$ cat config.mk
export PLATFORM = sky130hd
export DESIGN_NAME = busDecoder
export DESIGN_NICKNAME = d
export VERILOG_FILES = /design/src/hdl/fabricPkg.sv /design/src/hdl/busDecoder.sv
export VERILOG_INCLUDE_DIRS = /design/src /design/src/include
export SDC_FILE = /design/constraint.sdc
export NUM_CORES = 1
export LEC_CHECK = 0
export ABC_AREA = 1
export BUFFER_PORTS_ARGS = -buffer_cell sky130_fd_sc_hd__buf_2
export CAP_MARGIN = 10
export CORE_ASPECT_RATIO = 1.2
export CORE_MARGIN = 2
export CORE_UTILIZATION = 30
export DETAILED_ROUTE_END_ITERATION = 8
export PLACE_DENSITY_LB_ADDON = 0.12
export SYNTH_ARGS = -nofsm -noshare
export SYNTH_HDL_FRONTEND = slang
export SYNTH_SLANG_ARGS = --single-unit
$ cat constraint.sdc
create_clock -name vclk -period 0.8
set_input_delay 0.04 -clock vclk [all_inputs]
set_output_delay 0.04 -clock vclk [all_outputs]
set_load 0.05 [all_outputs]
$ cat src/include/fabric_defs.svh
//------------------------------
// Fabric widths, region codes, register offsets
// and fixed read values
//------------------------------
`ifndef FABRIC_DEFS_SVH
`define FABRIC_DEFS_SVH

// Bus widths
`define FAB_ADDR_W      17
`define FAB_DATA_W      32
`define FAB_REGION_W    4
`define FAB_REG_ADDR_W  7
`define FAB_RAM_ADDR_W  11

// Region codes, address bits 16 to 13
`define REGION_REGS     4'd0
`define REGION_RAM0     4'd1
`define REGION_RESERVED 4'd6

// Register word offsets
`define REG_ID          7'h00
`define REG_REV         7'h01
`define REG_GPIO_IN     7'h02
`define REG_GPIO_OUT    7'h03
`define REG_GPIO_OE     7'h04
`define REG_CLK_CNTL    7'h05

// Reserved block word offsets
`define RSV_CUST_PROD   7'h7E
`define RSV_REVISIONS   7'h7F

// Fixed read values
`define FAB_ID_VALUE        32'h0000_FAB1
`define FAB_REV_VALUE       32'h0000_0100
`define RSV_CUST_PROD_VALUE 32'h0000_0100
`define RSV_REVISIONS_VALUE 32'h0001_0000
`define REG_DEFAULT_VALUE   32'hFABD_EFAC
`define RSV_DEFAULT_VALUE   32'hDEFF_ABAC
`define BAD_ACCESS_VALUE    32'hBADF_ABAC

// Misc
`define TIMEOUT_CYCLES  7
`define GPIO_W          8

`endif

$ cat src/hdl/fabricPkg.sv
//------------------------------
// Address union and region enumeration
//------------------------------
`default_nettype none

`include "fabric_defs.svh"

package fabricPkg;

    // Register and reserved block view of the byte address
    typedef struct packed {
        logic [`FAB_REGION_W-1:0]   region;
        logic [3:0]                 unused;
        logic [`FAB_REG_ADDR_W-1:0] wordOff;
        logic [1:0]                 byteSel;
    } regView_t;

    // RAM view, word address spans the whole region
    typedef struct packed {
        logic [`FAB_REGION_W-1:0]   region;
        logic [`FAB_RAM_ADDR_W-1:0] wordAddr;
        logic [1:0]                 byteSel;
    } ramView_t;

    // Same 17 bits, two decodes
    typedef union packed {
        regView_t regView;
        ramView_t ramView;
    } fabricAddr_t;

    //------------------------------
    // Region codes
    //------------------------------
    typedef enum logic [`FAB_REGION_W-1:0] {
        RGN_REGS     = `REGION_REGS,
        RGN_RAM0     = `REGION_RAM0,
        RGN_RESERVED = `REGION_RESERVED
    } region_t;

endpackage

`default_nettype wire

$ cat src/hdl/busDecoder.sv
//------------------------------
// Region decode, read-data merge, ack merge
//------------------------------
`default_nettype none
`timescale 1ns/100ps

`include "fabric_defs.svh"

module busDecoder (
    // Host side
    input  wire logic [`FAB_ADDR_W-1:0] wbAdr_i,
    input  wire logic                   wbCyc_i,

    // Target responses
    input  wire logic [`FAB_DATA_W-1:0] regDat_i,
    input  wire logic                   regAck_i,
    input  wire logic [`FAB_DATA_W-1:0] ramDat_i,
    input  wire logic                   ramAck_i,
    input  wire logic [`FAB_DATA_W-1:0] rsvDat_i,
    input  wire logic                   rsvAck_i,

    // Target selects
    output logic                        regCyc_o,
    output logic                        ramCyc_o,
    output logic                        rsvCyc_o,

    // Merged response
    output logic [`FAB_DATA_W-1:0]      wbRdDat_o,
    output logic                        wbAck_o
);

    fabricPkg::fabricAddr_t adr;
    fabricPkg::region_t     region;

    assign adr    = wbAdr_i;
    // Codes outside the enum fall to the default arm
    assign region = fabricPkg::region_t'(adr.regView.region);

    //------------------------------
    // Per-target cycle selects
    //------------------------------
    assign regCyc_o = wbCyc_i && (region == fabricPkg::RGN_REGS);
    assign ramCyc_o = wbCyc_i && (region == fabricPkg::RGN_RAM0);
    assign rsvCyc_o = wbCyc_i && (region == fabricPkg::RGN_RESERVED);

    //------------------------------
    // Read data by region
    //------------------------------
    always_comb
    begin
        case (region)
            fabricPkg::RGN_REGS:
            begin
                wbRdDat_o = regDat_i;
            end
            fabricPkg::RGN_RAM0:
            begin
                wbRdDat_o = ramDat_i;
            end
            fabricPkg::RGN_RESERVED:
            begin
                wbRdDat_o = rsvDat_i;
            end
            default:
            begin
                // Unmapped, timeout ack comes from the reserved block
                wbRdDat_o = `BAD_ACCESS_VALUE;
            end
        endcase
    end

    // Only one target acks per access
    assign wbAck_o = regAck_i | ramAck_i | rsvAck_i;

endmodule

`default_nettype wire

Word level (Yosys, flattened, before mapping)
Cells that the tools add are included.
W data, S select, Z words.
{"block": "op_classes", "n_eq_ne": 2, "muxes": 1, "bitwise_logic": 2, "n_reduce_logical": 4}
{"cell": "$pmux W32 S3", "count": 1}
{"cell": "$eq A4 B1 Y1 const B", "count": 1}
{"cell": "$eq A4 B3 Y1 const B", "count": 1}
{"cell": "$logic_not A4 Y1", "count": 1}
{"cell": "$logic_and A1 B1 Y1", "count": 3}
{"cell": "$or A1 B1 Y1", "count": 2}
{"block": "word_totals", "reg_bits": 0, "input_bits": 117, "out_inout_bits": 36, "word_cells": 9}

Depth between registers and ports, before layout
{"block": "depth", "depth_word": 2, "mapped_depth": 8, "mapped_depth_nobuf": 7}

Worst setup path before layout
Ideal clock, no wire load.
{"block": "synth_path", "path_type": "input port to output port", "startpoint": "input wbAdr_i[16]", "endpoint": "output ramCyc_o", "t_arrival_ns": 1.215, "t_required_ns": 0.760, "path_slack_ns": -0.455, "stages": 5, "path_buffers": 2, "path_cell_list": "nor2_2 buf_4 buf_2 nand2_1 nor2_1"}
{"block": "synth_between", "elab_chain_len": 2}
{"item": "from (decl)", "line_no": "busDecoder.sv:11", "text": "input wire logic [`FAB_ADDR_W-1:0] wbAdr_i,"}
{"item": "$eq A4 B1 Y1", "line_no": "busDecoder.sv:43", "text": "assign ramCyc_o = wbCyc_i && (region == fabricPkg::RGN_RAM0);"}
{"item": "$logic_and A1 B1 Y1", "line_no": "busDecoder.sv:43"}
{"item": "to (decl)", "line_no": "busDecoder.sv:24", "text": "output logic ramCyc_o,"}
No other way between the ends.

Worst setup path in the final report
{"block": "layout_path", "startpoint": "input wbAdr_i[15]", "endpoint": "output wbRdDat_o[18]"}
{"block": "layout_between", "elab_chain_len": 2, "word_cells_on_any_way": 4, "classes_between": "eq/ne (2); mux (1); reduce/logical (1)"}
{"item": "$eq A4 B3 Y1 (tied with other cells)", "line_no": "busDecoder.sv:51", "text": "case (region)"}
{"item": "$pmux W32 S3 (*)", "line_no": "busDecoder.sv:51"}
{"item": "to (decl)", "line_no": "busDecoder.sv:28", "text": "output logic [`FAB_DATA_W-1:0] wbRdDat_o,"}
Every way passes the cells marked *; elsewhere a longest branch is shown, timed or not.

==> impl_metrics.py <==
metrics = {
    "run_status": {
        "status": "finished with violations",
        "violations": "negative setup slack",
    },
    "setup_path": {
        "crit_arrival_ns": 1.03,
        "path_class": "in2out",
        "path_cells": "buf_8 -> nor2_4 -> buf_12 -> nand2_4 -> nand2_4 -> buf_6 -> nand2_1 -> inv_2 -> nand2_4 -> buf_8",
        "crit_path_frequent_cell": "nand2_4",
        "cp.required_ns": 0.76,
        "slowest_delay_ns": 0.15,
        "critical_path.startpoint_type": "input port",
        "cp_slowest_cell": "nor2_4",
        "crit_fanout": 7,
        "crit_buf_inv": 5,
        "path_delay_family": "buffers and inverters",
        "cp-end-kind": "output port",
    },
    "grt": {
        "grt_use_met1_pct": 26.6,
        "grt_max_degree": 33,
        "grt_busiest_layer": "met2",
        "grt_use_total_pct": 25.5,
        "met3_usage_pct": 4.02,
        "overflow": 0,
        "antenna_found_initial": 0,
        "grt_first_pass_wirelength_mm": 8.76,
        "grt_use_met2_pct": 51.0,
        "grt_pass1_vias": 2125,
    },
    "route": {
        "wl_per_cell_um": 13.6,
        "drcViolationCount": 0,
        "wirelength_mm": 6.07,
        "via_per_inst": 4.97,
        "num_vias": 2217,
        "postRouteAntennaNets": 0,
        "drt_iter0_drc": 69,
        "dr.pass1.iters": 4,
    },
    "die": {
        "floorplan.die_area_um2": 4270,
        "rows": 24,
        "core_um2": 3630,
        "io-pin-count": 153,
        "initial_utilization_pct": 31.0,
        "chipWidth_um": 60.0,
        "die_h_um": 71.2,
    },
    "layout": {
        "final-seq-area_um2": 0,
        "drive_gt1_share_pct": 64.2,
        "fill_cells": 281,
        "multi_input_area_um2": 1270,
        "area_delta_synth_final_pct": 155,
        "numSequentialCells": 0,
        "antennaDiodeCount": 0,
        "nNetsFinal": 513,
        "layout_commonest_cell": "buf_2",
        "finalNonFillerCells": 446,
        "clkbuf_count": 0,
        "layout_common_cells": "buf_2, nand3_1, nand2_1",
    },
    "timing": {
        "holdWs_ns": 0.474,
        "fin_setup_tns_ns": -7.70,
        "hold_violations": 0,
        "rsz0062_at_grt": "yes",
        "min_period_over_period_pct": 134,
        "max-slew-margin-rel_pct": 82.8,
        "drv_slew": 0,
        "max_freq_ghz": 0.931,
        "fin_crit_ns": 1.07,
        "tightest_slew_ns": 0.258,
        "setup_viol": 35,
        "setup_ws_ns": -0.274,
    },
    "power_and_ir_drop": {
        "power_density_nw_per_um2": 576,
        "leakagePower_nw": 1.51,
        "ir_worst_vdd_mv": 0.303,
        "total_power_mw": 1.66,
    },
    "place": {
        "gp_congestion": 0.791,
        "dp_hpwl_mm": 3.80,
        "dp.cells": 440,
        "port-buffer-count": 140,
    },
    "clocking": {
        "hold_buffers": 0,
    },
    "yosys": {
        "synth_area_um2": 1130,
        "ys_seq_area_share_pct": 0,
        "netlist.top_cell.by_area": "nand3_1",
        "synth_area_per_cell_um2": 4.49,
        "synth.distinct_cells": 11,
        "syn-num-nets": 368,
        "synthCells": 251,
        "synth_top_cell_area_share_pct": 47.5,
        "synth_area_leaders": "nand3_1, nand2_1, inv_1",
        "yosysWarningCount": 0,
    },
    "run": {
        "maxCapViolations": 0,
    },
    "hold_path": {
        "hold_class": "in2out",
    },
}
[through the flow]
| step | cell area [µm²] | utilization (%) | worst slack (ns) |
|---|---|---|---|
| 2_1_floorplan | 1460 | - | -0.0432 |
| 5_1_grt | 2880 | 79.2 | -0.316 |
| 6_report | 2880 | 79.2 | -0.274 |
| 4_1_cts | 2770 | 76.1 | -0.240 |
| 3_5_place_dp | 2260 | 62.3 | -0.387 |
| 3_3_place_gp | 2260 | 62.3 | -0.379 |
[per-layer routing]
metal | up-vias | wire, µm
met5 | - | 0
met4 | 0 | 66
met3 | 6 | 429
met2 | 100 | 3480
met1 | 1028 | 2090
li1 | 1083 | -
[logic make-up (layout without fill, tap and decap cells)]
| family | after synthesis | count (layout) | synth area share [%] |
|---|---|---|---|
| AND/OR/NAND/NOR | 184 | 184 | 74.3 |
| buffers and inverters | 67 | 210 | 25.7 |
[power breakdown]
group,switching [mW],total (mW),leakage [nW],internal [mW]
Sequential,0,0,0,0
Combinational,0.936,1.66,1.51,0.720
Clock,0,0,0,0
[area by class of cell]
cell class / count / share of cell area (%)
repair buffers: 164 / 46.9
inverters: 46 / 6.52
multi-input cells: 184 / 44.3
well taps: 52 / 2.26
[what timing repair did]
item                                    in CTS  in global routing
endpoints found under the setup margin      35                 35
pin swaps                                    4                  2
buffers inserted                             3                  0
gates resized for setup                    150                 19
gates cloned                                 2                  3
[worst min-delay path, stage by stage]
cell,delay (ns)
buf_2,0.07
or3_1,0.08
buf_2,0.25
[synthesized netlist by cell type, drive strengths merged]
library cell / instances
or3: 1
nand2: 69
buf: 19
nor2: 7
clkbuf: 2
clkinv: 10
inv: 36
nand3: 107
[worst paths after layout]
path | from | cells past startpoint | slack, ns | to
worst max-delay path | wbAdr_i[15] | 10 | -0.27 | wbRdDat_o[18]
worst min-delay path | rsvAck_i | 3 | 0.47 | wbAck_o
No activity file was read; power rests on OpenSTA's default activity.
