===== src/include/fabric_defs.svh =====
//------------------------------
// Fabric widths, region codes, register offsets
// and fixed read values
//------------------------------
`ifndef FABRIC_DEFS_SVH
`define FABRIC_DEFS_SVH

// Bus widths
`define FAB_ADDR_W      17
`define FAB_DATA_W      32
`define FAB_REGION_W    4
`define FAB_REG_ADDR_W  7
`define FAB_RAM_ADDR_W  11

// Region codes, address bits 16 to 13
`define REGION_REGS     4'd0
`define REGION_RAM0     4'd1
`define REGION_RESERVED 4'd6

// Register word offsets
`define REG_ID          7'h00
`define REG_REV         7'h01
`define REG_GPIO_IN     7'h02
`define REG_GPIO_OUT    7'h03
`define REG_GPIO_OE     7'h04
`define REG_CLK_CNTL    7'h05

// Reserved block word offsets
`define RSV_CUST_PROD   7'h7E
`define RSV_REVISIONS   7'h7F

// Fixed read values
`define FAB_ID_VALUE        32'h0000_FAB1
`define FAB_REV_VALUE       32'h0000_0100
`define RSV_CUST_PROD_VALUE 32'h0000_0100
`define RSV_REVISIONS_VALUE 32'h0001_0000
`define REG_DEFAULT_VALUE   32'hFABD_EFAC
`define RSV_DEFAULT_VALUE   32'hDEFF_ABAC
`define BAD_ACCESS_VALUE    32'hBADF_ABAC

// Misc
`define TIMEOUT_CYCLES  7
`define GPIO_W          8

`endif


===== src/hdl/fabricPkg.sv =====
//------------------------------
// Address union and region enumeration
//------------------------------
`default_nettype none

`include "fabric_defs.svh"

package fabricPkg;

    // Register and reserved block view of the byte address
    typedef struct packed {
        logic [`FAB_REGION_W-1:0]   region;
        logic [3:0]                 unused;
        logic [`FAB_REG_ADDR_W-1:0] wordOff;
        logic [1:0]                 byteSel;
    } regView_t;

    // RAM view, word address spans the whole region
    typedef struct packed {
        logic [`FAB_REGION_W-1:0]   region;
        logic [`FAB_RAM_ADDR_W-1:0] wordAddr;
        logic [1:0]                 byteSel;
    } ramView_t;

    // Same 17 bits, two decodes
    typedef union packed {
        regView_t regView;
        ramView_t ramView;
    } fabricAddr_t;

    //------------------------------
    // Region codes
    //------------------------------
    typedef enum logic [`FAB_REGION_W-1:0] {
        RGN_REGS     = `REGION_REGS,
        RGN_RAM0     = `REGION_RAM0,
        RGN_RESERVED = `REGION_RESERVED
    } region_t;

endpackage

`default_nettype wire


===== src/hdl/fabricRegisters.sv =====
//------------------------------
// ID, revision, GPIO and clock-control registers
//------------------------------
`default_nettype none
`timescale 1ns/100ps

`include "fabric_defs.svh"

module fabricRegisters (
    input  wire logic                       wbClk_i,
    input  wire logic                       reset_i,
    input  wire logic [`FAB_ADDR_W-1:0]     wbAdr_i,
    input  wire logic                       wbCyc_i,
    input  wire logic                       wbStb_i,
    input  wire logic                       wbWe_i,
    input  wire logic [`FAB_DATA_W/8-1:0]   wbByteStb_i,
    input  wire logic [`FAB_DATA_W-1:0]     wbWrDat_i,
    input  wire logic [`GPIO_W-1:0]         gpioIn_i,
    output logic [`FAB_DATA_W-1:0]          wbDat_o,
    output logic                            wbAck_o,
    output logic [`GPIO_W-1:0]              gpioOut_o,
    output logic [`GPIO_W-1:0]              gpioOe_o,
    output logic                            clk4mCntl_o,
    output logic                            clk1mCntl_o
);

    fabricPkg::fabricAddr_t     adr;
    logic [`FAB_REG_ADDR_W-1:0] wordOff;
    logic                       request;
    logic                       wrLow;
    logic [`GPIO_W-1:0]         gpioMeta;
    logic [`GPIO_W-1:0]         gpioSync;

    assign adr     = wbAdr_i;
    assign wordOff = adr.regView.wordOff;

    // New request, suppressed while ack is out
    assign request = wbCyc_i && wbStb_i && !wbAck_o;
    // Low byte write
    assign wrLow   = request && wbWe_i && wbByteStb_i[0];

    //------------------------------
    // Ack and writable registers
    //------------------------------
    always_ff @(posedge wbClk_i)
    begin
        if (reset_i)
        begin
            wbAck_o     <= 1'b0;
            gpioOut_o   <= '0;
            gpioOe_o    <= '0;
            clk4mCntl_o <= 1'b0;
            clk1mCntl_o <= 1'b0;
        end
        else
        begin
            wbAck_o <= request;
            if (wrLow && (wordOff == `REG_GPIO_OUT))
            begin
                gpioOut_o <= wbWrDat_i[`GPIO_W-1:0];
            end
            if (wrLow && (wordOff == `REG_GPIO_OE))
            begin
                gpioOe_o <= wbWrDat_i[`GPIO_W-1:0];
            end
            if (wrLow && (wordOff == `REG_CLK_CNTL))
            begin
                clk4mCntl_o <= wbWrDat_i[0];
                clk1mCntl_o <= wbWrDat_i[1];
            end
        end
    end

    // Two-stage sampler on the GPIO inputs
    always_ff @(posedge wbClk_i)
    begin
        gpioMeta <= gpioIn_i;
        gpioSync <= gpioMeta;
    end

    //------------------------------
    // Read mux
    //------------------------------
    always_comb
    begin
        case (wordOff)
            `REG_ID:       wbDat_o = `FAB_ID_VALUE;
            `REG_REV:      wbDat_o = `FAB_REV_VALUE;
            `REG_GPIO_IN:  wbDat_o = {{(`FAB_DATA_W-`GPIO_W){1'b0}}, gpioSync};
            `REG_GPIO_OUT: wbDat_o = {{(`FAB_DATA_W-`GPIO_W){1'b0}}, gpioOut_o};
            `REG_GPIO_OE:  wbDat_o = {{(`FAB_DATA_W-`GPIO_W){1'b0}}, gpioOe_o};
            `REG_CLK_CNTL: wbDat_o = {{(`FAB_DATA_W-2){1'b0}}, clk1mCntl_o, clk4mCntl_o};
            default:       wbDat_o = `REG_DEFAULT_VALUE;
        endcase
    end

endmodule

`default_nettype wire


===== config.mk =====
export PLATFORM = sky130hd
export DESIGN_NAME = fabricRegisters
export DESIGN_NICKNAME = d
export VERILOG_FILES = /design/src/hdl/fabricPkg.sv /design/src/hdl/fabricRegisters.sv
export VERILOG_INCLUDE_DIRS = /design/src /design/src/include
export SDC_FILE = /design/constraint.sdc
export NUM_CORES = 1
export LEC_CHECK = 0
export BUFFER_PORTS_ARGS = -buffer_cell sky130_fd_sc_hd__buf_2
export CAP_MARGIN = 20
export CORE_UTILIZATION = 25
export CTS_BUF_LIST = sky130_fd_sc_hd__clkbuf_16
export DETAILED_ROUTE_END_ITERATION = 7
export GPL_ROUTABILITY_DRIVEN = 0
export SKIP_CTS_REPAIR_TIMING = 1
export SYNTH_ARGS = -nofsm -noshare
export SYNTH_HDL_FRONTEND = slang
export SYNTH_SLANG_ARGS = --single-unit

===== constraint.sdc =====
create_clock -name wbClk_i -period 2.8 [get_ports wbClk_i]
set_clock_uncertainty 0.1 [all_clocks]
set_input_delay 0.28 -clock wbClk_i [delete_from_list [all_inputs] [get_ports wbClk_i]]
set_output_delay 0.28 -clock wbClk_i [all_outputs]
set_load 0.1 [all_outputs]

# Word level (Yosys, flattened, before mapping)
# Cells that the tools add are included.
# totals
reg_bits	35
output_inout_bits	51
elab_cells	22
# classes
n_eq_ne	5
mux	1
n_reduce_logical	9
# op_table
operator	count
$pmux W32 S6	1
$eq A7 B2 Y1 const B	2
$eq A7 B3 Y1 const B	2
$eq A7 B1 Y1 const B	1
$logic_and A1 B1 Y1	7
$logic_not A7 Y1	1
$logic_not A1 Y1	1

# Longest topological paths before layout
# Gate-level depths: netlist (run 1).
# logic_depth
ltp_word	5
mapped_depth	5
mapped_depth_nobuf	3

# Least setup slack after synthesis (run 1)
# No wires, ideal clock.
# synth_path
kind	input to output
from	input wbAdr_i[7]
to	output wbDat_o[12]
arrival_ps	3795
t_required_ps	2420
slack_ps	-1375
cell_stages	3
path_buffers	1
path_cell_list	or4_1 > buf_2 > nor4_1
# synth_via
elab_chain_cells	2
elab_cells_between_ends	7
# synth_rtl
item	line	rtl
from (decl)	fabricRegisters.sv:12	input wire logic [`FAB_ADDR_W-1:0] wbAdr_i,
$eq A7 B3 Y1, or another cell as far along	fabricRegisters.sv:86	case (wordOff)
$pmux W32 S6 *	fabricRegisters.sv:86	
to (decl)	fabricRegisters.sv:19	output logic [`FAB_DATA_W-1:0] wbDat_o,
# Every way passes the cells marked *; elsewhere a longest branch is shown, timed or not.

# Worst setup path after layout (run 1)
# layout_path
from	input wbAdr_i[7]
to	output wbDat_o[5]
# The elaborated chain is that of the path after synthesis.

==> results of run 1 <==
-- worst min path at each step --
stage / start / end / slack (ns) / cells after the start
after floorplan: gpioIn_i[0] / gpioMeta[0] / 0.21 / 0
after global placement: gpioMeta[5] / gpioSync[5] / 0.21 / 0
after detailed placement: gpioMeta[3] / gpioSync[3] / 0.21 / 0
after global routing: gpioIn_i[3] / gpioMeta[3] / 0.0001 / 1
after CTS: gpioIn_i[1] / gpioMeta[1] / 0.002 / 1
final: gpioIn_i[1] / gpioMeta[1] / 0.005 / 1
-- cell families after synthesis --
group	share of synthesized area (%)
flops	42.4
compound gates	5.98
simple gates	26.3
other cells	0.227
mux	13.5
buf+inv	11.7
-- through the flow --
stage | util (%) | area (um2)
5_1_grt | 35.1 | 2230
3_3_place_gp | 32.7 | 2080
3_5_place_dp | 32.7 | 2080
2_1_floorplan | - | 1700
6_report | 35.1 | 2230
4_1_cts | 34.9 | 2220
-- worst max-delay path, cell delays in order --
cell and delay, ns:
buf_2 0.11, or4_1 0.67, nor3_4 0.30, a211o_1 0.17
buf_2 0.42
-- per-layer routing --
layer | vias up | GRT usage, %
met5 | - | 0
met4 | 0 | 4.23
met3 | 4 | 2.88
met2 | 57 | 19.7
met1 | 609 | 14.3
li1 | 661 | -
-- power by group through the flow --
stage	logic, W	registers [W]	clock network, W
5_1_grt	0.000184	0.000515	0.000546
2_1_floorplan	0.000139	0.000529	0
4_1_cts	0.000175	0.000515	0.000520
6_report	0.000175	0.000515	0.000507
3_3_place_gp	0.000174	0.000525	0
3_5_place_dp	0.000175	0.000525	0
-- Yosys cell counts, types with 2 or more instances --
cell type and number:
dfxtp_1 35, nand2b_1 28, buf_4 21, mux2i_1 20
nand3_1 10, nor2b_1 5, buf_2 4, clkbuf_1 4
and3b_1 3, nand2_1 3, a211o_1 2, a21oi_1 2
mux2_1 2, nor3_1 2, nor3b_1 2, o21ai_0 2
-- state kept, by name, indices dropped and copies added, names as in the netlist --
signal / cells
gpioMeta: 8
gpioOe_o: 8
gpioOut_o: 8
gpioSync: 8
clk1mCntl_o: 1
clk4mCntl_o: 1
wbAck_o: 1
-- cell type report --
class,instances,area share (%)
Multi-Input combinational cell,104,36.0
Sequential cell,35,31.5
Timing Repair Buffer,78,22.0
Clock buffer,5,5.62
Tap cell,77,4.33
Clock inverter,3,0.562
-- placed cells by master, fill, tap and decap left out, types with 2 or more instances in the layout --
master,instances
buf_12,6
buf_2,69
mux2_1,2
clkbuf_16,5
nand2_1,3
nor3b_1,2
conb_1,4
buf_4,2
and3b_1,3
mux2i_1,20
o21ai_0,2
a21oi_1,2
nor3_1,2
inv_1,2
nand3_1,9
dfxtp_1,35
nand2b_1,28
nor2b_1,5
a211o_1,2
==> summary.txt, run 1 <==
Final layout
  – Fillers: between 600 and 700
  – Antenna Diode Count: 0
  – Final net count: a little under 300
  – Non-filler cells, final: roughly 300
  – Layout area overhead: 34.7%
  – Share of layout cells above drive strength 1: approximately 40%
  – Seq. cell area: approximately 700 um2
  – Multi-input gate area: between 800 and 900 um2

Logic synthesis
  – Post-Syn Area: 1650 um2
  – Number of synthesized register bits: 35
  – Seq/Total Area, Yosys: roughly 42%
  – Post-synth EDFFs: 0
  – Ranking of synthesized cells by area: dfxtp_1 (42%), mux2i_1 (12%), nand2b_1 (11%)
  – Synth Area per Inst: around 10 um2
  – Ys flop type: dfxtp_1
  – Synth top area share: a little over two fifths
  – Warnings, synthesis: 0
  – Post-Syn Instances: between 150 and 200
  – Count of cell types in the netlist: 36
  – Async S/R FF share, synth: 0%
  – Top cell type by total area after synthesis: dfxtp_1

Status
  – Status: finished, final reports clean

Power and ir drop
  – Reg power frac: between 40% and 50%
  – Pwr Density: about 540 nW/um2
  – Switching portion of total power: 26.8%
  – Net switching power: 0.000321 W
  – VDD IR max: about 0.29 mV
  – Clock group share of total power: about 42%
  – Pint: 0.000876 W
  – Power Total: ~0.0012 W
  – Comb pwr share: about 15%
  – Lkg Pwr: between 1 and 1.5 nW

Route
  – Post-Route WL: a little under 4000 um
  – Detailed Route Iter0 Violations: 28
  – Post-route met1 wirelength: ~1800 um
  – Routed length on met2: 1870 um
  – Detail Route Antenna Nets: 0
  – DRC violation count after routing: 0
  – Wire length per cell: roughly 13 um
  – Max layer used: met4
  – 1st-pass router iterations: 4
  – Vias per Instance: 4.41
  – Detailed-route via count: about 1.3k
  – Routed wl met3: ~230 um

Global routing
  – Vias in the first global route: between 1k and 1.5k
  – Aggregate global routing overflow: 0
  – Overall Global Routing Usage: between 10% and 20%
  – First-pass GRT wire length: around 6300 um
  – Largest net degree at the start of global routing: 28
  – Antenna violations before repair: 0

Floorplanning
  – I/O pin count: about 120
  – Rows: 29
  – Initial core utilization: a little over a quarter
  – Total Die Area: around 6900 um2
  – Core area: around 6300 um2
  – Die width: between 80 and 90 um
  – Die H: ~83 um

Setup path
  – Worst Setup Start Kind: primary input
  – Critical path peak fanout: 4
  – Reg-to-reg endpoint: gpioOut_o[6]
  – Reg2reg setup slack: ~1.2 ns
  – Worst Setup EP: wbDat_o[5]
  – Crit path launch: wbAdr_i[7]
  – Worst reg2reg startpoint: wbAck_o
  – Worst path required time: approximately 2.4 ns
  – CP arrival: slightly below 2 ns
  – CP Capture Type: primary output
  – Worst R2R Path Depth: 3
  – Worst Path Class, Setup: primary input to primary output

Timing
  – Final period util: between 80% and 90%
  – Slew Limit Fails: 0
  – TNS Setup: 0 ns
  – Rel. slew slack: 61.7%
  – Final setup vio count: 0
  – Slew of the pin with the lowest slew margin: 0.574 ns
  – RSZ-0062 raised after global routing: no
  – Hold_ws: between 0.005 and 0.006 ns
  – Fin crit period: between 2 and 2.5 ns
  – Hold Vio Cnt, Final: 0
  – Final WS setup: 0.466 ns
  – FMAX: around 0.43 GHz

Place
  – Dpl cells: around 300
  – DP HPWL: approximately 2900 um
  – Place WS: approximately 0.43 ns
  – Port bufs: 75

Clock tree
  – H-tree levels: 2
  – TritonCTS Buffers: 5
  – Reg clk slew, reported paths: roughly 0.060 ns
  – Clock sinks: 35
  – CTS tree: done
  – CTS max path bufs: 2
  – Clk_lat worst skew: between 0.2 and 0.3 ns
  – Root Driver: clkbuf_16

Hold path
  – Worst min path class: primary input to flop

Job
  – Maxcap violations: 0
(Power assumes the default switching activity.)
==> run 2: changes to the inputs <==
ABC_AREA = 1   (was not set)
clock period = 2 ns   (was 2.8 ns; I/O delays follow)
==> summary.txt, run 2 <==
Status
  – Status: finished, final reports clean

Logic synthesis
  – Mux contribution to synthesized area: 0% (-13 points)
  – Synth top area share: 41.9% (-0.44 points)
  – Ranking of synthesized cells by area: dfxtp_1 (42%), nand2_1 (14%), nor2_1 (11%)
  – Xor and xnor fraction of the mapped netlist area: 0% (unchanged)
  – Top cell type by total area after synthesis: dfxtp_1
  – Post-synth EDFFs: 0 (unchanged)
  – Post-Syn Area: 1670 um2 (+1.1%)
  – Commonest cells in the synthesized netlist: nand2_1 (61), nor2_1 (51), dfxtp_1 (35)
  – Number of synthesized register bits: 35 (unchanged)
  – Most frequent cell after synthesis: nand2_1
  – Synth Area in Adders: 0% (unchanged)
  – Combinational family with the most area after synthesis: simple AND/OR/NAND/NOR gates
  – Ys flop type: dfxtp_1
  – Post-Syn Instances: 240 (+45%)
  – Compound-Gate Fraction of Synth Area: 0.599% (-5.4 points)
  – Warnings, synthesis: 0 (unchanged)
  – Seq/Total Area, Yosys: 41.9% (-0.44 points)
  – Async S/R FF share, synth: 0% (unchanged)
  – Synth Area per Inst: 6.96 um2 (-31%)
  – Count of cell types in the netlist: 19 (-47%)
  – Post-Synth Simple-Gate Area: 40.5% (+14 points)

Setup path
  – Worst R2R Path Depth: 6 (+3)
  – CP arrival: 1.49 ns (-0.46 ns)
  – Kind of cell adding the most delay to the critical path: simple AND/OR/NAND/NOR gates
  – CP most frequent cell: nand2_1
  – Worst Path Class, Setup: primary input to primary output
  – Worst reg2reg startpoint: wbAck_o
  – Crit-path max cell delay: 0.22 ns (-0.45 ns)
  – Critical path peak fanout: 12 (+8)
  – Crit path launch: wbAdr_i[7]
  – Reg2reg setup slack: 0.74 ns (-0.45 ns)
  – CP bufs+invs: 3 (+1)
  – Worst path cell trace: buf_2 > nor2_1 > nand2_1 > nor2_4 > buf_4 > nand2_1 > nand4_1 > buf_12
  – CP Capture Type: primary output
  – Slowest cell on the critical path: nor2_4
  – Reg-to-reg endpoint: clk4mCntl_o
  – Worst path required time: 1.70 ns (-0.72 ns)
  – Worst Setup Start Kind: primary input

Floorplanning
  – Rows: 29 (unchanged)
  – Total Die Area: 7010 um2 (+1.0%)
  – Initial core utilization: 26.2% (+0.13 points)
  – Core area: 6390 um2 (+0.57%)
  – Die width: 83.7 um (+0.52%)
  – I/O pin count: 117 (unchanged)
  – Die H: 83.7 um (+0.52%)

Hold path
  – Hold Path End: wbAck_o
  – Hold Crit Depth: 2 (+1)
  – Hold Crit Start: reset_i
  – Worst min path class: primary input to flop

Timing
  – Hold Vio Cnt, Final: 0 (unchanged)
  – RSZ-0062 raised after global routing: no
  – Final setup vio count: 0 (unchanged)
  – Slew Limit Fails: 0 (unchanged)
  – Final period util: between 80% and 90%
  – Fin crit period: between 1.5 and 2 ns
  – FMAX: roughly 0.56 GHz
  – Hold_ws: 0.00611 ns (+0.000631 ns)
  – Rel. slew slack: 66.9% (+5.2 points)
  – Slew of the pin with the lowest slew margin: 0.493 ns (-0.0804 ns)

Route
  – Detailed Route Iter0 Violations: 40 (+43%)
  – Vias per Instance: 4.20 (-4.6%)
  – DRC violation count after routing: 0 (unchanged)
  – Detail Route Antenna Nets: 0 (unchanged)
  – Wire length per cell: 10.6 um (-18%)
  – 1st-pass router iterations: 4 (unchanged)
  – Post-Route WL: 4180 um (+7.3%)
  – Detailed-route via count: 1656 (+24%)

Final layout
  – Most frequent cells in the layout: buf_2 (66), nand2_1 (60), nor2_1 (51), nand3_1 (24), dfxtp_1 (21)
  – Share of layout cells above drive strength 1: 37.5% (-2.5 points)
  – Non-filler cells, final: 394 (+30%)
  – Antenna Diode Count: 0 (unchanged)
  – Layout area overhead: 46.1%
  – Final net count: 382 (+32%)
  – Final core occ: 38.2% (+3.1 points)
  – Most common cell after layout, fill and taps aside: buf_2

Place
  – Port bufs: 75 (unchanged)
  – DP HPWL: 3220 um (+13%)
  – Dpl cells: 378 (+29%)

Clock tree
  – TritonCTS Buffers: 5 (unchanged)
  – H-tree levels: 2 (unchanged)
  – Clk_lat worst skew: 0.27 ns (about the same)
  – Root Driver: clkbuf_16
  – CTS tree: done
  – Reg clk slew, reported paths: 0.05 ns (about the same)
  – CTS max path bufs: 2 (unchanged)
  – Clock sinks: 35 (unchanged)

Global routing
  – Vias in the first global route: 1507 (+20%)
  – First-pass GRT wire length: 6790 um (+7.8%)
  – Aggregate global routing overflow: 0 (unchanged)
  – Antenna violations before repair: 0 (unchanged)
  – Largest net degree at the start of global routing: 19 (-32%)
  – Overall Global Routing Usage: 12.2% (+0.52 points)

Power and ir drop
  – VDD IR max: 0.464 mV (+62%)
  – Power Total: 0.00173 W (+44%)
  – Pwr Density: 708 nW/um2 (+32%)
  – Lkg Pwr: 1.15 nW (+11%)

Job
  – Maxcap violations: 0 (unchanged)
==> run 2: how the worst max path moves through the flow <==
stage,endpoint,cells past startpoint
4_1_cts,wbDat_o[7],8
5_1_grt,wbDat_o[7],8
2_1_floorplan,wbDat_o[5],2
6_report,wbDat_o[7],8
3_5_place_dp,wbDat_o[7],8
3_3_place_gp,wbDat_o[7],8
==> run 2: cell families (layout without fill, tap and decap cells) <==
logic type,after synthesis,in the layout
flip-flops,35,35
other,1,4
buffers and inverters,48,122
AO/OA/AOI/OAI,2,2
AND/OR/NAND/NOR,154,154
==> run 2: final cells by class <==
type	instances	area, um2
Clock buffer	5	125
Clock inverter	3	20.0
Timing Repair Buffer	90	643
Sequential cell	35	718
Fill cell	693	3950
Multi-Input combinational cell	160	727
Inverter	24	110
Tap cell	77	96.3
==> run 2: where the power goes <==
part           switching (W)  total [W]  internal, W
clock               0.000288   0.000746     0.000458
combinational       0.000195   0.000262    0.0000670
sequential        0.00000470   0.000720     0.000715
total               0.000488    0.00173      0.00124
==> run 2: worst reg2reg max path, cell delays in order, from the launching register on <==
cell and delay, ns:
dfxtp_1 0.31, nand3b_1 0.19, nor2_2 0.09, buf_4 0.22
nand3_1 0.10, nand2_1 0.08, nor2_1 0.06
==> run 2: metrics by stage <==
| step | area, um2 | setup slack, ns | TNS [ns] |
|---|---|---|---|
| floorplan | 1740 | -0.168 | -0.327 |
| global placement | 2210 | 0.217 | 0 |
| detailed placement | 2210 | 0.193 | 0 |
| CTS | 2360 | 0.194 | 0 |
| global route | 2440 | 0.0960 | 0 |
| finish | 2440 | 0.208 | 0 |
==> run 2: layer usage <==
| layer | share of wire, % | up-vias | global-route usage, % | wire [um] |
|---|---|---|---|---|
| met5 | 0 | - | 0 | 0 |
| met4 | 0.81 | 0 | 3.70 | 34 |
| met3 | 5.0 | 5 | 2.97 | 211 |
| met2 | 48 | 57 | 21.1 | 2020 |
| met1 | 46 | 732 | 14.9 | 1920 |
| li1 | - | 862 | - | - |
