$ cat src/include/fabric_defs.svh
//------------------------------
// Fabric widths, region codes, register offsets
// and fixed read values
//------------------------------
`ifndef FABRIC_DEFS_SVH
`define FABRIC_DEFS_SVH

// Bus widths
`define FAB_ADDR_W      17
`define FAB_DATA_W      32
`define FAB_REGION_W    4
`define FAB_REG_ADDR_W  7
`define FAB_RAM_ADDR_W  11

// Region codes, address bits 16 to 13
`define REGION_REGS     4'd0
`define REGION_RAM0     4'd1
`define REGION_RESERVED 4'd6

// Register word offsets
`define REG_ID          7'h00
`define REG_REV         7'h01
`define REG_GPIO_IN     7'h02
`define REG_GPIO_OUT    7'h03
`define REG_GPIO_OE     7'h04
`define REG_CLK_CNTL    7'h05

// Reserved block word offsets
`define RSV_CUST_PROD   7'h7E
`define RSV_REVISIONS   7'h7F

// Fixed read values
`define FAB_ID_VALUE        32'h0000_FAB1
`define FAB_REV_VALUE       32'h0000_0100
`define RSV_CUST_PROD_VALUE 32'h0000_0100
`define RSV_REVISIONS_VALUE 32'h0001_0000
`define REG_DEFAULT_VALUE   32'hFABD_EFAC
`define RSV_DEFAULT_VALUE   32'hDEFF_ABAC
`define BAD_ACCESS_VALUE    32'hBADF_ABAC

// Misc
`define TIMEOUT_CYCLES  7
`define GPIO_W          8

`endif

$ cat src/hdl/fabricPkg.sv
//------------------------------
// Address union and region enumeration
//------------------------------
`default_nettype none

`include "fabric_defs.svh"

package fabricPkg;

    // Register and reserved block view of the byte address
    typedef struct packed {
        logic [`FAB_REGION_W-1:0]   region;
        logic [3:0]                 unused;
        logic [`FAB_REG_ADDR_W-1:0] wordOff;
        logic [1:0]                 byteSel;
    } regView_t;

    // RAM view, word address spans the whole region
    typedef struct packed {
        logic [`FAB_REGION_W-1:0]   region;
        logic [`FAB_RAM_ADDR_W-1:0] wordAddr;
        logic [1:0]                 byteSel;
    } ramView_t;

    // Same 17 bits, two decodes
    typedef union packed {
        regView_t regView;
        ramView_t ramView;
    } fabricAddr_t;

    //------------------------------
    // Region codes
    //------------------------------
    typedef enum logic [`FAB_REGION_W-1:0] {
        RGN_REGS     = `REGION_REGS,
        RGN_RAM0     = `REGION_RAM0,
        RGN_RESERVED = `REGION_RESERVED
    } region_t;

endpackage

`default_nettype wire

$ cat src/hdl/reservedBlock.sv
//------------------------------
// Identity words and access timeout
//------------------------------
`default_nettype none
`timescale 1ns/100ps

`include "fabric_defs.svh"

module reservedBlock (
    input  wire logic                   wbClk_i,
    input  wire logic                   reset_i,
    input  wire logic [`FAB_ADDR_W-1:0] wbAdr_i,
    input  wire logic                   rsvCyc_i,
    input  wire logic                   wbCyc_i,
    input  wire logic                   wbStb_i,
    input  wire logic                   wbAck_i,
    output logic [`FAB_DATA_W-1:0]      wbDat_o,
    output logic                        wbAck_o
);

    fabricPkg::fabricAddr_t adr;
    logic                   rsvRequest;
    logic                   pending;
    logic                   timeoutHit;
    logic [2:0]             timeoutCnt;

    assign adr        = wbAdr_i;
    assign rsvRequest = rsvCyc_i && wbStb_i && !wbAck_o;

    // Any cycle on the bus still waiting for a target
    assign pending    = wbCyc_i && wbStb_i && !wbAck_i;
    assign timeoutHit = pending && (timeoutCnt == 3'(`TIMEOUT_CYCLES));

    //------------------------------
    // Timeout counter and ack
    //------------------------------
    always_ff @(posedge wbClk_i)
    begin
        if (reset_i)
        begin
            timeoutCnt <= '0;
            wbAck_o    <= 1'b0;
        end
        else
        begin
            // Own registers or the timeout, never both
            wbAck_o <= rsvRequest || timeoutHit;
            if (!pending || timeoutHit)
            begin
                timeoutCnt <= '0;
            end
            else
            begin
                timeoutCnt <= timeoutCnt + 3'd1;
            end
        end
    end

    // Read mux, word offset only
    always_comb
    begin
        case (adr.regView.wordOff)
            `RSV_CUST_PROD: wbDat_o = `RSV_CUST_PROD_VALUE;
            `RSV_REVISIONS: wbDat_o = `RSV_REVISIONS_VALUE;
            default:        wbDat_o = `RSV_DEFAULT_VALUE;
        endcase
    end

endmodule

`default_nettype wire

$ cat config.mk
export PLATFORM = sky130hd
export DESIGN_NAME = reservedBlock
export DESIGN_NICKNAME = d
export VERILOG_FILES = /design/src/hdl/fabricPkg.sv /design/src/hdl/reservedBlock.sv
export VERILOG_INCLUDE_DIRS = /design/src /design/src/include
export SDC_FILE = /design/constraint.sdc
export NUM_CORES = 1
export LEC_CHECK = 0
export BUFFER_PORTS_ARGS = -buffer_cell sky130_fd_sc_hd__clkbuf_2
export CORE_MARGIN = 2
export CORE_UTILIZATION = 27
export CTS_CLUSTER_SIZE = 25
export DETAILED_ROUTE_END_ITERATION = 10
export PLACE_DENSITY = 0.73
export RECOVER_POWER = 50
export SLEW_MARGIN = 15
export SYNTH_ARGS = -nofsm -noshare
export SYNTH_HDL_FRONTEND = slang
export SYNTH_SLANG_ARGS = --single-unit
export TNS_END_PERCENT = 1
$ cat constraint.sdc
create_clock -name wbClk_i -period 1.1 [get_ports wbClk_i]
set_clock_uncertainty 0.05 [all_clocks]
set_input_delay 0.055 -clock wbClk_i [delete_from_list [all_inputs] [get_ports wbClk_i]]
set_output_delay 0.055 -clock wbClk_i [all_outputs]
set_load 0.02 [all_outputs]
* After elaboration in Yosys (flattened, before gate mapping)
Index checks and enable logic that the tools add are counted.
** Word-level totals
- ROM bits :: 0
- Output and inout bits :: 33
- Word-level logic and storage cells :: 18
- Memories :: 0
- Input bits :: 23
- Register bits after elaboration :: 4
- Latch bits :: 0
- Memory bits (writable) :: 0
** Cells by class
- $lt $le $gt $ge :: 0
- Equality and inequality tests :: 3
- $add $sub $neg :: 1
- Div/mod/pow operators :: 0
- Bitwise operators :: 0
- Reductions and logical operators :: 11
- $mul :: 0
- Shifts and indexed selects :: 0
- Mux-type cells :: 1
** Operator list (count)
- case mux 32 bit (2 select lines) :: 1
- equality test 7 bit, second input constant :: 2
- logical AND 1 bit :: 5
- adder 3 x 1 -> 3 bit, second input constant :: 1
- equality test 3 bit, second input constant :: 1
- logical NOT 1 bit :: 3
- logical OR 1 bit :: 2
- OR reduction 2 bit :: 1

* Longest topological paths before layout
Gate-level depths: netlist of run 1.
- Word-level depth :: 5
- Gate-level depth with buffers :: 4
- Mapped depth without buffers :: 4

* Least setup slack after synthesis of run 1
No wires, ideal clock.
- Kind :: input to output
- From :: input port wbAdr_i[3]
- To :: output port wbDat_o[11]
- Stages :: 3
- Path buffers :: 1
- Data arrival time :: 1164 ps
- Required time :: 995 ps
- Slack :: -169 ps
- Cells stage by stage :: and4_1 -> nand3_1 -> buf_4
** Between the ends
- Cells in the longest elaborated chain, start to end :: 2
- Elaborated cells between the ends (all ways) :: 3
- Classes of those cells :: 2 x eq/ne; 1 x mux
** RTL lines
- start, declared :: RTL line reservedBlock.sv:12 : input wire logic [`FAB_ADDR_W-1:0] wbAdr_i,
- equality test 7 bit :: RTL line reservedBlock.sv:62 : case (adr.regView.wordOff)
- case mux 32 bit (2 select lines) * :: RTL line reservedBlock.sv:62
- end, declared :: RTL line reservedBlock.sv:17 : output logic [`FAB_DATA_W-1:0] wbDat_o,
Every way passes the cells marked *; elsewhere a longest branch is shown, timed or not.

* Worst setup path after layout of run 1
- From :: register timeoutCnt[0]
- To :: register timeoutCnt[2]
** Between the ends
- Cells in the longest elaborated chain, start to end :: 4
- Elaborated cells between the ends (all ways) :: 5
- Classes of those cells :: 1 x add/sub; 1 x eq/ne; 3 x reduce/logical
** RTL lines
- start, declared :: RTL line reservedBlock.sv:25 : logic [2:0] timeoutCnt;
- start signal, assigned :: RTL line reservedBlock.sv:54 : timeoutCnt <= timeoutCnt + 3'd1;
- equality test 3 bit :: RTL line reservedBlock.sv:32 : assign timeoutHit = pending && (timeoutCnt == 3'(`TIMEOUT_CYCLES));
- logical AND 1 bit :: RTL line reservedBlock.sv:32
- logical OR 1 bit :: RTL line reservedBlock.sv:48 : if (!pending || timeoutHit)
- OR reduction 2 bit (no source line)
Parallel ways exist; a longest one is shown, timed or not.
A chain may end at the register's enable or synchronous reset.

==> results_dict.tcl, run 1 <==
set metrics [dict create \
    max_stage_delay_ns 0.30 \
    die_w_um 43.81 \
    place.gp.congestion 0.6124 \
    drc 0 \
    grt_use_total_pct 6.955 \
    synth.area.top_cells "buf_4 51%, dfxtp_1 19%, nand4bb_4 6.4%" \
    worstPathMaxFanout 2 \
    finalSetupViolCount 0 \
    ioPinCount 56 \
    layout.nets 94 \
    grt_max_degree 22 \
    vias 334 \
    grt.busiest_layer "met2" \
    drt_iter0_drc 7 \
    die-area_mm2 0.001919 \
    fp.coreArea_mm2 0.001489 \
    clock_sinks 4 \
    place_hpwl_um 542.5 \
    ir_worst_vdd_mv 0.5351 \
    syn2layout_area_growth_pct 11.70 \
    crit_type "reg -> reg" \
    synth_common_cells "29 x buf_4, 4 x dfxtp_1, 2 x ha_1, 2 x nand2b_1, 2 x nor3b_1" \
    hold_viol 0 \
    timing.fmax_ghz 0.9566 \
    syn_avg_cell_area_um2 8.915 \
    grt_pass1_vias 256 \
    synth.most_common_cell "buf_4" \
    cp-start-kind "flip-flop" \
    yosysTopAreaCellShare_pct 50.88 \
    ys.flop_type "dfxtp_1" \
    slew_violations 0 \
    wl_um 659 \
    ys_ff_latch 4 \
    use_met2_pct 12.35 \
    met1_usage_pct 6.266 \
    maxCapViolCount 0 \
    ys_warn_count 0 \
    cts_buffers 3 \
    required_ns 1.22 \
    yosysUniqueCellTypes 14 \
    clock_path_buffers 2 \
    clk_pin_slew_ns 0.04 \
    syn_inst 48 \
    setup_tns_ns 0 \
    ys_seq_area_share_pct 18.71 \
    wl_per_cell_um 7.940 \
    rsz0062_at_grt "no" \
    powerDensity_mw_per_mm2 898.6 \
    endpoint_kind "flip-flop" \
    die_h_um 43.81 \
    synth-edff-count 0 \
    cp_cell_sequence "ha_1, ha_2, nor3b_2" \
    async_flop_share_pct 0 \
    num_antenna_cells 0 \
    port_buffers 36 \
    cp_slowest_cell "dfxtp_1" \
    vias_per_cell 4.024 \
    rows 14 \
    hold_class "in -> reg" \
    start_util_pct 28.74 \
    cts_tree "done" \
    fin_crit_ns 1.045 \
    ant_nets 0 \
    synth_area_leader_cell "buf_4" \
    antenna_found_initial 0 \
    leakage_nw 0.2298 \
    grt_pass1_wl_um 972 \
    finalWorstSetupSlack_ns 0.05459 \
    drive_gt1_share_pct 46.27 \
    clk_latency_ns 0.24 \
    drtPass1Iterations 2 \
    cts_root_buf "clkbuf_4" \
    grt_overflow 0 \
    critPathArrivalTime_ns 1.16 \
    post-place-ws_ns 0.05190 \
    htree_levels 1 \
    status "complete, no violations" \
    grt_use_met3_pct 1.250 \
    synth.cell_area_um2 427.9 \
    period_share_pct 95.04 \
    r2r_slack_ns 0.05 \
]
[report_power, final]
| group | internal, mW | switching, mW | total, mW |
|---|---|---|---|
| clock | 0.122 | 0.0648 | 0.187 |
| combinational | 0.0321 | 0.0606 | 0.0927 |
| sequential | 0.148 | 0.00120 | 0.150 |
[path summary, 6_finish.rpt]
path | start | endpoint | depth (start not counted)
worst min register to register | timeoutCnt[0] | timeoutCnt[0] | 1
worst min-delay path | reset_i | wbAck_o | 3
worst max register to register | timeoutCnt[0] | timeoutCnt[2] | 3
worst max-delay path | timeoutCnt[0] | timeoutCnt[2] | 3
[placed cells by master, fill, tap and decap left out]
cell,instances
a21oi_1,1
and4_1,1
clkbuf_1,12
clkbuf_2,24
clkbuf_4,3
conb_1,9
dfxtp_1,4
dlygate4sd3_1,1
ha_1,1
ha_2,1
nand2b_1,2
nand3_4,1
nand3b_1,1
nand4_1,1
nand4b_1,1
nand4bb_4,1
nor3_1,1
nor3b_1,1
nor3b_2,1
[metal layers]
metal  vias to the layer above  part of all wire (%)  wire, um
li1                        160                     -         -
met1                       141                    31       206
met2                        33                    49       322
met3                         0                    20       130
met4                         0                     0         0
met5                         -                     0         0
[registers in the layout, summed over array words and instances, names as in the netlist]
register    cells
timeoutCnt      3
wbAck_o         1
[kinds of logic after synthesis]
| group | after synthesis | synth area share [%] |
|---|---|---|
| compound gates | 1 | 1.168 |
| flops | 4 | 18.71 |
| fa+ha+maj | 2 | 5.847 |
| other cells | 1 | 0.8764 |
| buf+inv | 29 | 50.88 |
| simple gates | 11 | 22.51 |
[critical path: cells and delay by family (launching register included)]
| kind | cells | cell delay, ns |
|---|---|---|
| DFF | 1 | 0.30 |
| adders and majority gates | 2 | 0.49 |
| and+or+nand+nor | 1 | 0.13 |
[per-stage QoR]
step | hold slack (ns) | cells | area (um2) | total power [mW] | utilization (%)
finish | 0.02563 | 83 | 478.0 | 0.4295 | 32.10
global route | 0.05316 | 83 | 478.0 | 0.4617 | 32.10
CTS | 0.01987 | 83 | 478.0 | 0.4417 | 32.10
detailed placement | 0.2524 | 79 | 445.4 | 0.2407 | 29.92
global placement | 0.2483 | 79 | 445.4 | 0.2392 | 29.92
floorplan | 0.1342 | 56 | 462.9 | 0.2394 | -
[cell type report]
class | instances | area (um2)
fillers | 167 | 1011
multi-input cells | 23 | 180.2
repair buffers | 37 | 175.2
clock buffers | 3 | 22.52
well taps | 16 | 20.02
flip-flops and latches | 4 | 80.08
[what timing repair did]
| action | 4_1_cts | 5_1_grt |
|---|---|---|
| endpoints found under the hold margin | 1 | 0 |
| hold buffers | 1 | 0 |
| setup endpoints to repair | 0 | 24 |
| resized for setup | 0 | 3 |
| setup buffers | 0 | 0 |
Note: power is estimated with default switching activity, not from simulation.
==> run 2, diff against run 1 <==
--- a/config.mk
+++ b/config.mk
@@ -11,7 +11,7 @@
 export CORE_UTILIZATION = 27
 export CTS_CLUSTER_SIZE = 25
 export DETAILED_ROUTE_END_ITERATION = 10
-export PLACE_DENSITY = 0.73
+export PLACE_DENSITY = 0.75
 export RECOVER_POWER = 50
 export SLEW_MARGIN = 15
 export SYNTH_ARGS = -nofsm -noshare
==> run 2 against run 1 <==
- setup slack worse by 0.011 ns
- clock power decreased by 3%
- clock-buffer cell count is the same
==> results_dict.tcl, run 2 (synthesized netlist as in run 1, its figures left out) <==
set metrics [dict create \
    cp_slowest_cell "dfxtp_1" \
    start_util_pct 28.74 \
    p_int_mw 0.3005 \
    rsz0062_at_grt "yes" \
    drive_gt1_share_pct 56.06 \
    drc 0 \
    vias_per_cell 4.037 \
    crit_top_cell "ha_1" \
    cts_tree "done" \
    grt_overflow 0 \
    place.gp.congestion 0.5490 \
    cts_root_buf "clkbuf_4" \
    cp-start-kind "flip-flop" \
    hold_class "in -> reg" \
    grt_max_degree 22 \
    die-area_mm2 0.001919 \
    layout.nets 93 \
    comb_power_share_pct 21.1 \
    wl_um 615 \
    endpoint_kind "flip-flop" \
    pwr-share-clk_pct 43.2 \
    antenna_found_initial 0 \
    wl_per_cell_um 7.500 \
    leakage_nw 0.2481 \
    sw_frac_of_total_pct 28.24 \
    critPathArrivalTime_ns 1.16 \
    vias 331 \
    syn2layout_area_growth_pct 8.187 \
    htree_levels 1 \
    largest_register "timeoutCnt" \
    clk_latency_ns 0.23 \
    worstPathMaxFanout 2 \
    grt_pass1_vias 215 \
    clk_pin_slew_ns 0.04 \
    p_sw_mw 0.1183 \
    status "complete, no violations" \
    cts_buffers 3 \
    layout_common_cells "32 x clkbuf_2, 9 x conb_1, 4 x clkbuf_1, 4 x dfxtp_1, 3 x clkbuf_4" \
    hold_buffers 0 \
    ir_worst_vdd_mv 0.4002 \
    clock_sinks 4 \
    finalSetupViolCount 0 \
    timing.fmax_ghz 0.9466 \
    cp_cell_sequence "ha_1, ha_1, nor3b_1" \
    crit_type "reg -> reg" \
    slew_violations 0 \
    powerDensity_mw_per_mm2 904.7 \
    die_h_um 43.81 \
    ant_nets 0 \
    r2r_slack_ns 0.04 \
    power_frac_seq_pct 35.7 \
    maxCapViolCount 0 \
    drt_iter0_drc 0 \
    num_antenna_cells 0 \
    grt_pass1_wl_um 828 \
    top_regs "timeoutCnt x3, wbAck_o x1" \
    period_share_pct 96.03 \
    max_stage_delay_ns 0.31 \
    critPathTopFamily "adder cells" \
    grt_use_total_pct 6.192 \
    path_buf_inv 0 \
    required_ns 1.20 \
    clock_path_buffers 2 \
    ioPinCount 56 \
    port_buffers 36 \
    whs_ns 0.009837 \
    drtPass1Iterations 1 \
    rows 14 \
    final_common_cell "clkbuf_2" \
    hold_viol 0 \
    largest_register_ffs 3 \
    final_util_pct 31.09 \
    fin_crit_ns 1.056 \
    die_w_um 43.81 \
    fp.coreArea_mm2 0.001489 \
]
==> run 2: cell count changes in the layout (fill, tap and decap cells not counted) <==
cell / before / now
ha_2: 1 / 0
dlygate4sd3_1: 1 / 0
clkbuf_2: 24 / 32
nor3b_1: 1 / 2
nor3b_2: 1 / 0
ha_1: 1 / 2
nand3_2: 0 / 1
clkbuf_1: 12 / 4
nand3_4: 1 / 0
==> run 2: routing by layer <==
metal	track usage (%)	vias up	share of wire, %
met2	9.118	35	46
met5	0	-	0
met3	2.500	2	20
met1	6.015	137	31
li1	-	157	-
met4	7.273	0	2.9
==> run 2: power groups by stage <==
| stage | logic, mW | clock network (mW) | registers (mW) |
|---|---|---|---|
| 3_3_place_gp | 0.0878 | 0 | 0.152 |
| 6_report | 0.0884 | 0.181 | 0.150 |
| 2_1_floorplan | 0.0858 | 0 | 0.154 |
| 3_5_place_dp | 0.0890 | 0 | 0.152 |
| 4_1_cts | 0.0892 | 0.192 | 0.150 |
| 5_1_grt | 0.0954 | 0.208 | 0.150 |
==> run 2: through the flow <==
step / setup slack [ns] / power (mW) / setup TNS (ns) / cell area [um2] / cells
6_report: 0.04363 / 0.4188 / 0 / 462.9 / 82
5_1_grt: -0.03287 / 0.4527 / -0.4538 / 462.9 / 82
4_1_cts: 0.02842 / 0.4310 / 0 / 467.9 / 82
3_5_place_dp: 0.02933 / 0.2409 / 0 / 445.4 / 79
3_3_place_gp: 0.06730 / 0.2395 / 0 / 445.4 / 79
2_1_floorplan: 0.08302 / 0.2394 / 0 / 462.9 / 56
==> run 2: path summary, 6_finish.rpt <==
kind                               startpoint       endpoint  cells after the start
worst min register to register  timeoutCnt[0]  timeoutCnt[0]                      1
worst max-delay path            timeoutCnt[0]  timeoutCnt[2]                      3
worst min-delay path                 rsvCyc_i        wbAck_o                      3
worst max register to register  timeoutCnt[0]  timeoutCnt[2]                      3
==> run 2: worst reg2reg max path, cell delays in order (launching register included) <==
cell and delay [ns]:
dfxtp_1 0.31, ha_1 0.19, ha_1 0.26, nor3b_1 0.17
==> run 2: repair_timing <==
item | 4_1_cts | 5_1_grt
setup endpoints to repair | 0 | 24
buffers inserted | 0 | 0
resized for setup | 0 | 1
==> run 2: layout make-up <==
class	instances	area, um2
clock buffers	3	22.52
flip-flops and latches	4	80.08
repair buffers	36	175.2
well taps	16	20.02
fillers	161	1026
multi-input cells	23	165.2
==> run 3, diff against run 2 <==
--- a/config.mk
+++ b/config.mk
@@ -8,10 +8,11 @@
 export LEC_CHECK = 0
 export BUFFER_PORTS_ARGS = -buffer_cell sky130_fd_sc_hd__clkbuf_2
 export CORE_MARGIN = 2
-export CORE_UTILIZATION = 27
+export CORE_UTILIZATION = 28
+export CTS_BUF_LIST = sky130_fd_sc_hd__clkbuf_4 sky130_fd_sc_hd__clkbuf_8
 export CTS_CLUSTER_SIZE = 25
 export DETAILED_ROUTE_END_ITERATION = 10
-export PLACE_DENSITY = 0.75
+export PLACE_DENSITY = 0.78
 export RECOVER_POWER = 50
 export SLEW_MARGIN = 15
 export SYNTH_ARGS = -nofsm -noshare
==> run 3 against run 2 <==
- wire length increased by 1.6%
- highest routed layer unchanged
- first-iteration DRC count did not move
- global-route usage shrank 0.30 points
- sequential power is essentially flat
- largest cell class unchanged
- critical path depth unchanged
- critical endpoint unchanged
- flip-flop and latch count unchanged
==> results_dict.tcl, run 3 (synthesized netlist as in run 1, its figures left out) <==
set metrics [dict create \
    status "complete, no violations" \
    p_int_mw 0.3008 \
    ir_worst_vdd_mv 0.5560 \
    worstPathMaxFanout 2 \
    final_area_um2 464.2 \
    htree_levels 1 \
    seqCellArea_um2 80.08 \
    wl_um 625 \
    cts_buffers 3 \
    whs_ns 0.009875 \
    critPathArrivalTime_ns 1.12 \
    drt_iter0_drc 0 \
    pwr-share-clk_pct 43.4 \
    crit_top_cell "ha_1" \
    syn2layout_area_growth_pct 8.480 \
    fin_cells 82 \
    final_util_pct 31.55 \
    layout.nets 93 \
    cp_slowest_cell "dfxtp_1" \
    antenna_found_initial 0 \
    final_common_cell "clkbuf_2" \
    comb_power_share_pct 21.0 \
    clock_path_buffers 2 \
    wl_per_cell_um 7.622 \
    max_stage_delay_ns 0.31 \
    fin_crit_ns 1.048 \
    required_ns 1.17 \
    grt_use_total_pct 5.893 \
    crit_type "reg -> reg" \
    fp.coreArea_mm2 0.001471 \
    leakage_nw 0.2506 \
    place_hpwl_um 534.7 \
    die-area_mm2 0.001857 \
    ant_nets 0 \
    place_area_um2 445.4 \
    clk_latency_ns 0.23 \
    grt_pass1_wl_um 779 \
    maxCapViolCount 0 \
    powerDensity_mw_per_mm2 907.7 \
    multiInputGateArea_um2 165.2 \
    vias_per_cell 4.024 \
    grt_overflow 0 \
    post_cts_buffers 0 \
    top_regs "timeoutCnt x3, wbAck_o x1" \
    power_mw 0.4214 \
    place.gp.congestion 0.6260 \
    cts_tree "done" \
    clk_pin_slew_ns 0.04 \
    port_buffers 36 \
    clock_sinks 4 \
    die_h_um 43.09 \
    cp-start-kind "flip-flop" \
    grt_max_degree 22 \
    period_share_pct 95.23 \
    start_util_pct 29.08 \
    drc 0 \
    finalSetupViolCount 0 \
    die_w_um 43.09 \
    timing.fmax_ghz 0.9546 \
    grt_pass1_vias 216 \
    numPlacedInstances 79 \
    layout_common_cells "33 x clkbuf_2, 9 x conb_1, 4 x dfxtp_1" \
    cts_root_buf "clkbuf_4" \
    p_sw_mw 0.1206 \
    drtPass1Iterations 1 \
    slew_violations 0 \
    vias 330 \
    drive_gt1_share_pct 57.58 \
    fillCellCount 172 \
    endpoint_kind "flip-flop" \
    hold_class "in -> reg" \
    largest_register_ffs 3 \
    hold_viol 0 \
    cp_cell_sequence "ha_1, ha_1, nor3b_1" \
    rsz0062_at_grt "yes" \
    sw_frac_of_total_pct 28.62 \
    power_frac_seq_pct 35.5 \
    rows 14 \
    num_antenna_cells 0 \
    largest_register "timeoutCnt" \
    ioPinCount 56 \
]
==> run 3: cell counts in the layout (fill, tap and decap cells not counted) <==
Identical to the previous run, type by type.
==> run 3: per-stage QoR <==
step	setup TNS [ns]	setup slack, ns
2_1_floorplan	0	0.08302
3_3_place_gp	0	0.06678
3_5_place_dp	0	0.04968
4_1_cts	0	0.03732
5_1_grt	-0.03562	-0.01764
6_report	0	0.05243
==> run 3: layout make-up <==
class,count,area share (%)
flip-flops and latches,4,17.25
clock buffers,3,4.852
repair buffers,36,38.01
well taps,16,4.313
multi-input cells,23,35.58
==> run 3: final timing paths <==
kind | slack (ns) | depth (start not counted) | endpoint | start
min | 0.01 | 3 | wbAck_o | rsvCyc_i
min reg2reg | 0.38 | 1 | timeoutCnt[0] | timeoutCnt[0]
max | 0.05 | 3 | timeoutCnt[2] | timeoutCnt[0]
max reg2reg | 0.05 | 3 | timeoutCnt[2] | timeoutCnt[0]
==> run 3: routing by layer <==
| metal | GRT usage [%] | vias up | part of all wire [%] |
|---|---|---|---|
| met5 | 0 | - | 0 |
| met4 | 7.273 | 0 | 2.4 |
| met3 | 1.702 | 2 | 20 |
| met2 | 9.552 | 38 | 45 |
| met1 | 5.141 | 132 | 32 |
| li1 | - | 158 | - |
==> run 3: power groups by stage <==
stage	Clock [mW]	Combinational, mW	Sequential [mW]
final	0.183	0.0886	0.150
after global placement	0	0.0879	0.152
after CTS	0.191	0.0892	0.150
after global routing	0.198	0.0961	0.150
after floorplan	0	0.0858	0.154
after detailed placement	0	0.0889	0.152
==> run 3: timing repair <==
action / in CTS / in global routing
hold buffers: 0 / 0
setup endpoints to repair: 0 / 7
gates resized for setup: 0 / 1
==> run 3: worst max-delay path: cells and delay by family (launching register included) <==
| family | cells | cell delay [ns] |
|---|---|---|
| AND/OR/NAND/NOR | 1 | 0.13 |
| flip-flops | 1 | 0.31 |
| adder cells (fa/ha/maj) | 2 | 0.45 |
